File: config.mk
export PLATFORM = sky130hd
export DESIGN_NAME = lcd_top
export DESIGN_NICKNAME = d
export VERILOG_FILES = /design/src/lcd_pkg.sv /design/src/wb_cmd_slave.sv /design/src/cmd_fifo.sv /design/src/lcd_ctrl.sv /design/src/lcd_top.sv
export SDC_FILE = /design/constraint.sdc
export NUM_CORES = 1
export LEC_CHECK = 0
export BUFFER_PORTS_ARGS = -buffer_cell sky130_fd_sc_hd__buf_2
export CAP_MARGIN = 10
export CORE_ASPECT_RATIO = 1.75
export CORE_MARGIN = 4
export CORE_UTILIZATION = 55
export DETAILED_ROUTE_END_ITERATION = 8
export GPL_ROUTABILITY_DRIVEN = 0
export HOLD_SLACK_MARGIN = 0.12
export PLACE_DENSITY = 0.78
export SETUP_SLACK_MARGIN = 0.5
export SYNTH_ARGS = -nofsm -noshare
export SYNTH_HDL_FRONTEND = slang
export SYNTH_SLANG_ARGS = --single-unit
export TNS_END_PERCENT = 50
File: constraint.sdc
create_clock -name clk -period 3.33 [get_ports clk]
set_input_delay 0.1665 -clock clk [delete_from_list [all_inputs] [get_ports clk]]
set_output_delay 0.1665 -clock clk [all_outputs]
set_load 0.02 [all_outputs]
File: src/lcd_pkg.sv
`default_nettype none

package lcd_pkg;

	// one queued LCD bus word
	typedef struct packed {
		logic       rs;
		logic       rw;
		logic [7:0] data;
	} lcd_cmd_t;

	// init config {lines, font, display_on, cursor, blink, inc_dec, shift}
	localparam int CFG_W      = 7;
	localparam int CFG_LINES  = 6;
	localparam int CFG_FONT   = 5;
	localparam int CFG_DISP   = 4;
	localparam int CFG_CURSOR = 3;
	localparam int CFG_BLINK  = 2;
	localparam int CFG_INC    = 1;
	localparam int CFG_SHIFT  = 0;

	localparam int FIFO_DEPTH = 8;
	localparam int PTR_W      = $clog2(FIFO_DEPTH);
	localparam int LVL_W      = 4;                 // holds 0 to FIFO_DEPTH

	// wishbone register map
	localparam int   WB_DW      = 16;
	localparam logic ADR_CMD    = 1'b0;
	localparam logic ADR_STATUS = 1'b1;
	localparam int   STAT_BUSY  = 8;               // busy bit in status word

	// delays in clock cycles
	localparam int T_POWERUP  = 200;
	localparam int T_EN_SETUP = 2;
	localparam int T_EN_HIGH  = 6;
	localparam int T_CMD      = 40;
	localparam int T_CLEAR    = 120;

	localparam int CNT_MAX = (T_POWERUP > T_CLEAR) ? T_POWERUP : T_CLEAR;
	localparam int CNT_W   = $clog2(CNT_MAX);

	// init step indices
	localparam int INIT_CLEAR = 2;
	localparam int INIT_LAST  = 3;

endpackage

`default_nettype wire

File: src/wb_cmd_slave.sv
`timescale 1ns/1ps
`default_nettype none

module wb_cmd_slave import lcd_pkg::*; (
	input  wire              clk,
	input  wire              rst_n,
	input  wire              wb_cyc,
	input  wire              wb_stb,
	input  wire              wb_we,
	input  wire              wb_adr,
	input  wire [WB_DW-1:0]  wb_dat_w,
	input  wire              push_ready,
	input  wire [LVL_W-1:0]  level,
	input  wire              busy,
	output logic [WB_DW-1:0] wb_dat_r,
	output logic             wb_ack,
	output logic             push_valid,
	output lcd_cmd_t         push_cmd
);

	typedef enum logic [1:0] {
		S_IDLE,
		S_PUSH,
		S_ACK
	} state_t;

	state_t state;
	logic   access;
	logic   cmd_write;
	logic   status_read;

	assign access      = wb_cyc && wb_stb;
	assign cmd_write   = wb_we && (wb_adr == ADR_CMD);
	assign status_read = !wb_we && (wb_adr == ADR_STATUS);

	assign wb_ack     = (state == S_ACK);   // one cycle, then back to idle
	assign push_valid = (state == S_PUSH);

	always_ff @(posedge clk or negedge rst_n) begin
		if (!rst_n) begin
			state <= S_IDLE;
		end else begin
			case (state)
				S_IDLE: begin
					if (access) begin
						if (cmd_write)
							state <= S_PUSH;
						else
							state <= S_ACK;     // status access or ignored write
					end
				end
				S_PUSH: begin
					if (push_ready)
						state <= S_ACK;         // held here while fifo is full
				end
				default: state <= S_IDLE;
			endcase
		end
	end

	// capture write word and status at start of access
	always_ff @(posedge clk) begin
		if (state == S_IDLE && access) begin
			push_cmd.rs   <= wb_dat_w[9];
			push_cmd.rw   <= wb_dat_w[8];
			push_cmd.data <= wb_dat_w[7:0];
			wb_dat_r      <= '0;
			if (status_read) begin
				wb_dat_r[STAT_BUSY]   <= busy;
				wb_dat_r[LVL_W-1:0]   <= level;
			end
		end
	end

endmodule

`default_nettype wire

File: src/cmd_fifo.sv
`timescale 1ns/1ps
`default_nettype none

module cmd_fifo import lcd_pkg::*; #(
	parameter type T = lcd_cmd_t
) (
	input  wire              clk,
	input  wire              rst_n,
	input  wire              push_valid,
	input  wire T            push_data,
	input  wire              pop_ready,
	output logic             push_ready,
	output logic             pop_valid,
	output T                 pop_data,
	output logic [LVL_W-1:0] level
);

	T                 mem [FIFO_DEPTH];
	logic [PTR_W-1:0] wr_ptr;
	logic [PTR_W-1:0] rd_ptr;
	logic [LVL_W-1:0] count;
	logic             do_push;
	logic             do_pop;

	function automatic logic [PTR_W-1:0] ptr_inc(input logic [PTR_W-1:0] p);
		return (p == PTR_W'(FIFO_DEPTH - 1)) ? '0 : p + 1'b1;
	endfunction

	assign push_ready = (count != LVL_W'(FIFO_DEPTH));
	assign pop_valid  = (count != '0);
	assign do_push    = push_valid && push_ready;
	assign do_pop     = pop_valid && pop_ready;
	assign pop_data   = mem[rd_ptr];          // head of queue
	assign level      = count;

	always_ff @(posedge clk) begin
		if (do_push)
			mem[wr_ptr] <= push_data;
	end

	always_ff @(posedge clk or negedge rst_n) begin
		if (!rst_n) begin
			wr_ptr <= '0;
			rd_ptr <= '0;
			count  <= '0;
		end else begin
			if (do_push)
				wr_ptr <= ptr_inc(wr_ptr);
			if (do_pop)
				rd_ptr <= ptr_inc(rd_ptr);
			case ({do_push, do_pop})
				2'b10:   count <= count + 1'b1;
				2'b01:   count <= count - 1'b1;
				default: count <= count;      // none, or push and pop together
			endcase
		end
	end

endmodule

`default_nettype wire

File: src/lcd_ctrl.sv
`timescale 1ns/1ps
`default_nettype none

module lcd_ctrl import lcd_pkg::*; (
	input  wire             clk,
	input  wire             rst_n,
	input  wire [CFG_W-1:0] init_cfg,
	input  wire             pop_valid,
	input  wire lcd_cmd_t   pop_cmd,
	output logic            pop_ready,
	output logic            lcd_e,
	output logic            lcd_rs,
	output logic            lcd_rw,
	output logic [7:0]      lcd_data,
	output logic            busy
);

	typedef enum logic [1:0] {
		S_POWERUP,
		S_INIT,
		S_IDLE,
		S_WRITE
	} state_t;

	state_t           state;
	logic [CNT_W-1:0] cnt;
	logic [CNT_W-1:0] cnt_nxt;
	logic [1:0]       step;
	logic [1:0]       step_nxt;
	logic [CNT_W-1:0] slot_last;
	logic             slot_done;

	// init command bytes built from the config input
	function automatic logic [7:0] init_word(input logic [1:0] idx,
	                                         input logic [CFG_W-1:0] cfg);
		logic [7:0] w;
		case (idx)
			2'd0:    w = {4'b0011, cfg[CFG_LINES], cfg[CFG_FONT], 2'b00};       // function set
			2'd1:    w = {5'b00001, cfg[CFG_DISP], cfg[CFG_CURSOR], cfg[CFG_BLINK]};
			2'd2:    w = 8'b0000_0001;                                          // clear
			default: w = {6'b000001, cfg[CFG_INC], cfg[CFG_SHIFT]};             // entry mode
		endcase
		return w;
	endfunction

	// e is high for a fixed window inside each slot
	function automatic logic en_window(input logic [CNT_W-1:0] k);
		return (k >= CNT_W'(T_EN_SETUP)) && (k < CNT_W'(T_EN_SETUP + T_EN_HIGH));
	endfunction

	assign pop_ready = (state == S_IDLE);
	assign cnt_nxt   = cnt + 1'b1;
	assign step_nxt  = step + 2'd1;

	// clear needs the long slot
	assign slot_last = (state == S_INIT && step == 2'(INIT_CLEAR)) ?
	                   CNT_W'(T_CLEAR - 1) : CNT_W'(T_CMD - 1);
	assign slot_done = (cnt == slot_last);

	always_ff @(posedge clk or negedge rst_n) begin
		if (!rst_n) begin
			state    <= S_POWERUP;
			cnt      <= '0;
			step     <= '0;
			lcd_e    <= 1'b0;
			lcd_rs   <= 1'b0;
			lcd_rw   <= 1'b0;
			lcd_data <= '0;
			busy     <= 1'b1;              // busy until init is through
		end else begin
			case (state)
				S_POWERUP: begin
					if (cnt == CNT_W'(T_POWERUP - 1)) begin
						cnt      <= '0;
						step     <= '0;
						lcd_data <= init_word(2'd0, init_cfg);
						state    <= S_INIT;
					end else begin
						cnt <= cnt_nxt;
					end
				end

				S_INIT: begin
					if (slot_done) begin
						lcd_e <= 1'b0;
						cnt   <= '0;
						if (step == 2'(INIT_LAST)) begin
							lcd_data <= '0;
							busy     <= 1'b0;
							state    <= S_IDLE;
						end else begin
							step     <= step_nxt;
							lcd_data <= init_word(step_nxt, init_cfg);
						end
					end else begin
						cnt   <= cnt_nxt;
						lcd_e <= en_window(cnt_nxt);
					end
				end

				S_IDLE: begin
					if (pop_valid) begin          // pop_ready is high here
						lcd_rs   <= pop_cmd.rs;
						lcd_rw   <= pop_cmd.rw;
						lcd_data <= pop_cmd.data;
						busy     <= 1'b1;
						cnt      <= '0;
						state    <= S_WRITE;
					end
				end

				S_WRITE: begin
					if (slot_done) begin
						// bus returns to zero between slots
						lcd_e    <= 1'b0;
						lcd_rs   <= 1'b0;
						lcd_rw   <= 1'b0;
						lcd_data <= '0;
						busy     <= 1'b0;
						cnt      <= '0;
						state    <= S_IDLE;
					end else begin
						cnt   <= cnt_nxt;
						lcd_e <= en_window(cnt_nxt);
					end
				end

				default: state <= S_IDLE;
			endcase
		end
	end

endmodule

`default_nettype wire

File: src/lcd_top.sv
`timescale 1ns/1ps
`default_nettype none

module lcd_top import lcd_pkg::*; (
	input  wire              clk,
	input  wire              rst_n,
	input  wire [CFG_W-1:0]  init_cfg,
	input  wire              wb_cyc,
	input  wire              wb_stb,
	input  wire              wb_we,
	input  wire              wb_adr,
	input  wire [WB_DW-1:0]  wb_dat_w,
	output logic [WB_DW-1:0] wb_dat_r,
	output logic             wb_ack,
	output logic             lcd_e,
	output logic             lcd_rs,
	output logic             lcd_rw,
	output logic [7:0]       lcd_data,
	output logic             busy
);

	logic             push_valid;
	logic             push_ready;
	lcd_cmd_t         push_cmd;
	logic             pop_valid;
	logic             pop_ready;
	lcd_cmd_t         pop_cmd;
	logic [LVL_W-1:0] level;

	wb_cmd_slave i_slave (
		.clk        (clk),
		.rst_n      (rst_n),
		.wb_cyc     (wb_cyc),
		.wb_stb     (wb_stb),
		.wb_we      (wb_we),
		.wb_adr     (wb_adr),
		.wb_dat_w   (wb_dat_w),
		.push_ready (push_ready),
		.level      (level),        // fill level for status reads
		.busy       (busy),
		.wb_dat_r   (wb_dat_r),
		.wb_ack     (wb_ack),
		.push_valid (push_valid),
		.push_cmd   (push_cmd)
	);

	cmd_fifo #(
		.T (lcd_cmd_t)
	) i_fifo (
		.clk        (clk),
		.rst_n      (rst_n),
		.push_valid (push_valid),
		.push_data  (push_cmd),
		.pop_ready  (pop_ready),
		.push_ready (push_ready),
		.pop_valid  (pop_valid),
		.pop_data   (pop_cmd),
		.level      (level)
	);

	lcd_ctrl i_ctrl (
		.clk       (clk),
		.rst_n     (rst_n),
		.init_cfg  (init_cfg),
		.pop_valid (pop_valid),
		.pop_cmd   (pop_cmd),
		.pop_ready (pop_ready),
		.lcd_e     (lcd_e),
		.lcd_rs    (lcd_rs),
		.lcd_rw    (lcd_rw),
		.lcd_data  (lcd_data),
		.busy      (busy)
	);

endmodule

`default_nettype wire

==> results.json <==
{
  "critPathMaxStageDelay_ns": 0.46,
  "fillers": 703,
  "drive_gt1_share_pct": 25.7,
  "cts_sinks": 131,
  "synth_top_family_by_area": "multiplexers",
  "dieArea_um2": 12300,
  "synth.ff_latch_count": 131,
  "ir_drop_v": 0.000565,
  "worstPathArrival_ns": 2.81,
  "post_cts_buffers": 0,
  "tightest_slew_ns": 0.861,
  "synthMuxAreaShare_pct": 11.1,
  "synth_compound_area_share_pct": 6.32,
  "cts_buffers": 17,
  "via_count": 3390,
  "area_growth_syn_to_layout_pct": 18.3,
  "layout_common_cells": "edfxtp_1 (95), buf_2 (40), dfrtp_1 (35)",
  "ys_warn_count": 0,
  "io_buffers": 40,
  "layoutNonFillerInstCount": 597,
  "cp.required_ns": 3.63,
  "first_iter_violations": 181,
  "grt_max_degree": 37,
  "cts-resized-gates": 0,
  "ant_nets": 0,
  "postSynthCellCount": 389,
  "synth_top_area_share_pct": 49.3,
  "seq_area_um2": 3750,
  "rows": 49,
  "fin_tns_setup_ns": 0,
  "viasPerCell": 5.68,
  "die_width_um": 85.5,
  "netlist_top_cells_area": "edfxtp_1 (49%), dfrtp_1 (15%), mux4_2 (7.8%)",
  "final_common_cell": "edfxtp_1",
  "dieHeight_um": 144,
  "antenna_cells": 0,
  "cts_hold_buffers": 14,
  "yosysTopAreaCell": "edfxtp_1",
  "critical_path.most_common_cell": "ha_1",
  "setup_viol": 0,
  "placedCellCount": 551,
  "cp-endpoint": "i_fifo.level[3]",
  "grt_overflow": 0,
  "reg2reg_to": "i_fifo.level[3]",
  "synth-simple-area-share_pct": 9.35,
  "grt_pass1_wl_um": 18700,
  "grt_pass1_vias": 3627,
  "synthFlopType": "edfxtp_1",
  "p_per_area_nw_per_um2": 584,
  "fin_util_pct": 66.4,
  "synthXorXnorAreaFrac_pct": 1.21,
  "first_pass_iters": 4,
  "antenna_found_initial": 0,
  "cts_tree": "yes",
  "crit_type": "reg -> reg",
  "crit_chain": "nor3_4 -> nand2b_2 -> nand2_4 -> inv_4 -> ha_1 -> ha_1 -> a21o_1 -> a21oi_1 -> xnor2_1 -> nor2_1 -> xor2_1",
  "startpoint_type": "register",
  "cp_slowest_cell": "dfrtp_1",
  "insertion_delay_ns": 0.42,
  "async_flop_share_pct": 27.5,
  "wl_um": 11500,
  "rsz0062_at_grt": "no",
  "start_util_pct": 56.1,
  "finClkSkew_ns": 0.00940,
  "maxCapViolCount": 0,
  "cts.path.max_buffers": 2,
  "fin_nets": 500,
  "status": "completed",
  "rr_startpoint": "i_fifo.level[0]",
  "root_buffer": "clkbuf_16",
  "syn-cell-area_um2": 5780,
  "period_needed_ns": 2.51,
  "synthAdderAreaFrac_pct": 3.16,
  "hold-worst-slack_ns": 0.142,
  "fmax_mhz": 398,
  "multi_input_area_um2": 1860,
  "drv_slew": 0,
  "clkSlewWorstSetupHoldPaths_ns": 0.06,
  "place_hpwl_um": 7690,
  "cp_max_fo": 15,
  "hold_viol": 0,
  "synth_edf_count": 95,
  "synth_cell_types": 58,
  "wl_per_cell_um": 19.2,
  "r2r_cells": 11,
  "crit_start": "i_fifo.level[0]",
  "htree_num_levels": 4,
  "finalPower_w": 0.00400,
  "ios": 58,
  "synth-seq-area-share_pct": 64.9,
  "cp-end-kind": "register",
  "syn_avg_cell_area_um2": 14.9,
  "track_usage_pct": 20.8,
  "remaining_drc_errors": 0,
  "coreArea_um2": 10300,
  "p_leak_nw": 2.59,
  "hold_class": "in -> reg",
  "r2r_slack_ns": 0.82,
  "slew_headroom_pct": 42.2,
  "fin_crit_sh_pct": 75.4
}
## routing by layer
metal  share of wire [%]  wire, um  global-route usage (%)
met1                  36      4160                    22.2
met2                  56      6430                    36.5
met3                 3.8       437                    5.97
met4                 3.9       446                    11.8
met5                   0         0                       0
## power by group
group	internal, W	switching [W]	total (W)
clock network	0.00113	0.000736	0.00186
registers	0.00181	0.0000907	0.00190
logic	0.000108	0.000127	0.000236
## cell families (layout without fill, tap and decap cells)
kind of cell	Yosys count	in the layout
xor+xnor	8	8
fa+ha+maj	14	14
flops	131	131
simple gates	104	104
compound gates	55	55
other cells	1	11
buf+inv	38	109
mux	38	38
## Yosys cell counts (6+ instances only)
| cell type | number |
|---|---|
| edfxtp_1 | 95 |
| dfrtp_1 | 35 |
| nand2_1 | 33 |
| nor2_1 | 21 |
| mux4_2 | 20 |
| buf_4 | 15 |
| ha_1 | 13 |
| mux2i_1 | 12 |
| o21ai_0 | 12 |
| a21oi_1 | 10 |
| inv_1 | 10 |
| nand3_1 | 10 |
| buf_2 | 9 |
| nor3_1 | 8 |
| a31oi_1 | 6 |
| nor2b_1 | 6 |
## worst max-delay path, delay by kind of cell (launching register included)
kind                     cells  cell delay (ns)
AO/OA/AOI/OAI                2             0.37
XOR/XNOR                     2             0.29
adder cells (fa/ha/maj)      2             0.52
buffers and inverters        1             0.08
flip-flops                   1             0.46
AND/OR/NAND/NOR              4             0.67
## state kept, by name (all words and copies together), names as in the netlist
signal and cells:
i_fifo.rd_ptr 3, i_fifo.mem 80, i_slave.wb_dat_r 5, i_ctrl.busy 1, i_ctrl.lcd_data 8, i_slave.push_cmd 10
i_ctrl.cnt 8, i_ctrl.lcd_e 1, i_ctrl.lcd_rw 1, i_ctrl.state 2, i_fifo.level 4, i_ctrl.lcd_rs 1
i_ctrl.step 2, i_fifo.wr_ptr 3, i_slave.state 2
## how the worst min path moves through the flow
stage | start | to | slack (ns) | depth (start not counted)
floorplan | rst_n | i_ctrl.cnt[0] | -0.13 | 0
global placement | rst_n | i_fifo.level[0] | 0.30 | 1
detailed placement | rst_n | i_fifo.level[0] | 0.31 | 1
CTS | init_cfg[5] | i_ctrl.lcd_data[2] | 0.13 | 3
global route | init_cfg[5] | i_ctrl.lcd_data[2] | 0.15 | 3
finish | init_cfg[5] | i_ctrl.lcd_data[2] | 0.14 | 3
## final cells by class
class / instances / area share (%)
Timing Repair Buffer: 65 / 6.18
Multi-Input combinational cell: 230 / 27.2
Tap cell: 127 / 2.32
Clock inverter: 14 / 2.43
Inverter: 12 / 0.695
Clock buffer: 18 / 6.28
Sequential cell: 131 / 54.9
## per-stage QoR
stage / instance area, um2 / worst slack (ns)
finish: 6840 / 0.818
global route: 6840 / 0.657
CTS: 6840 / 0.824
detailed placement: 6100 / 0.863
global placement: 6100 / 0.934
floorplan: 5820 / 1.09
Note: power is estimated with default switching activity, not from simulation.
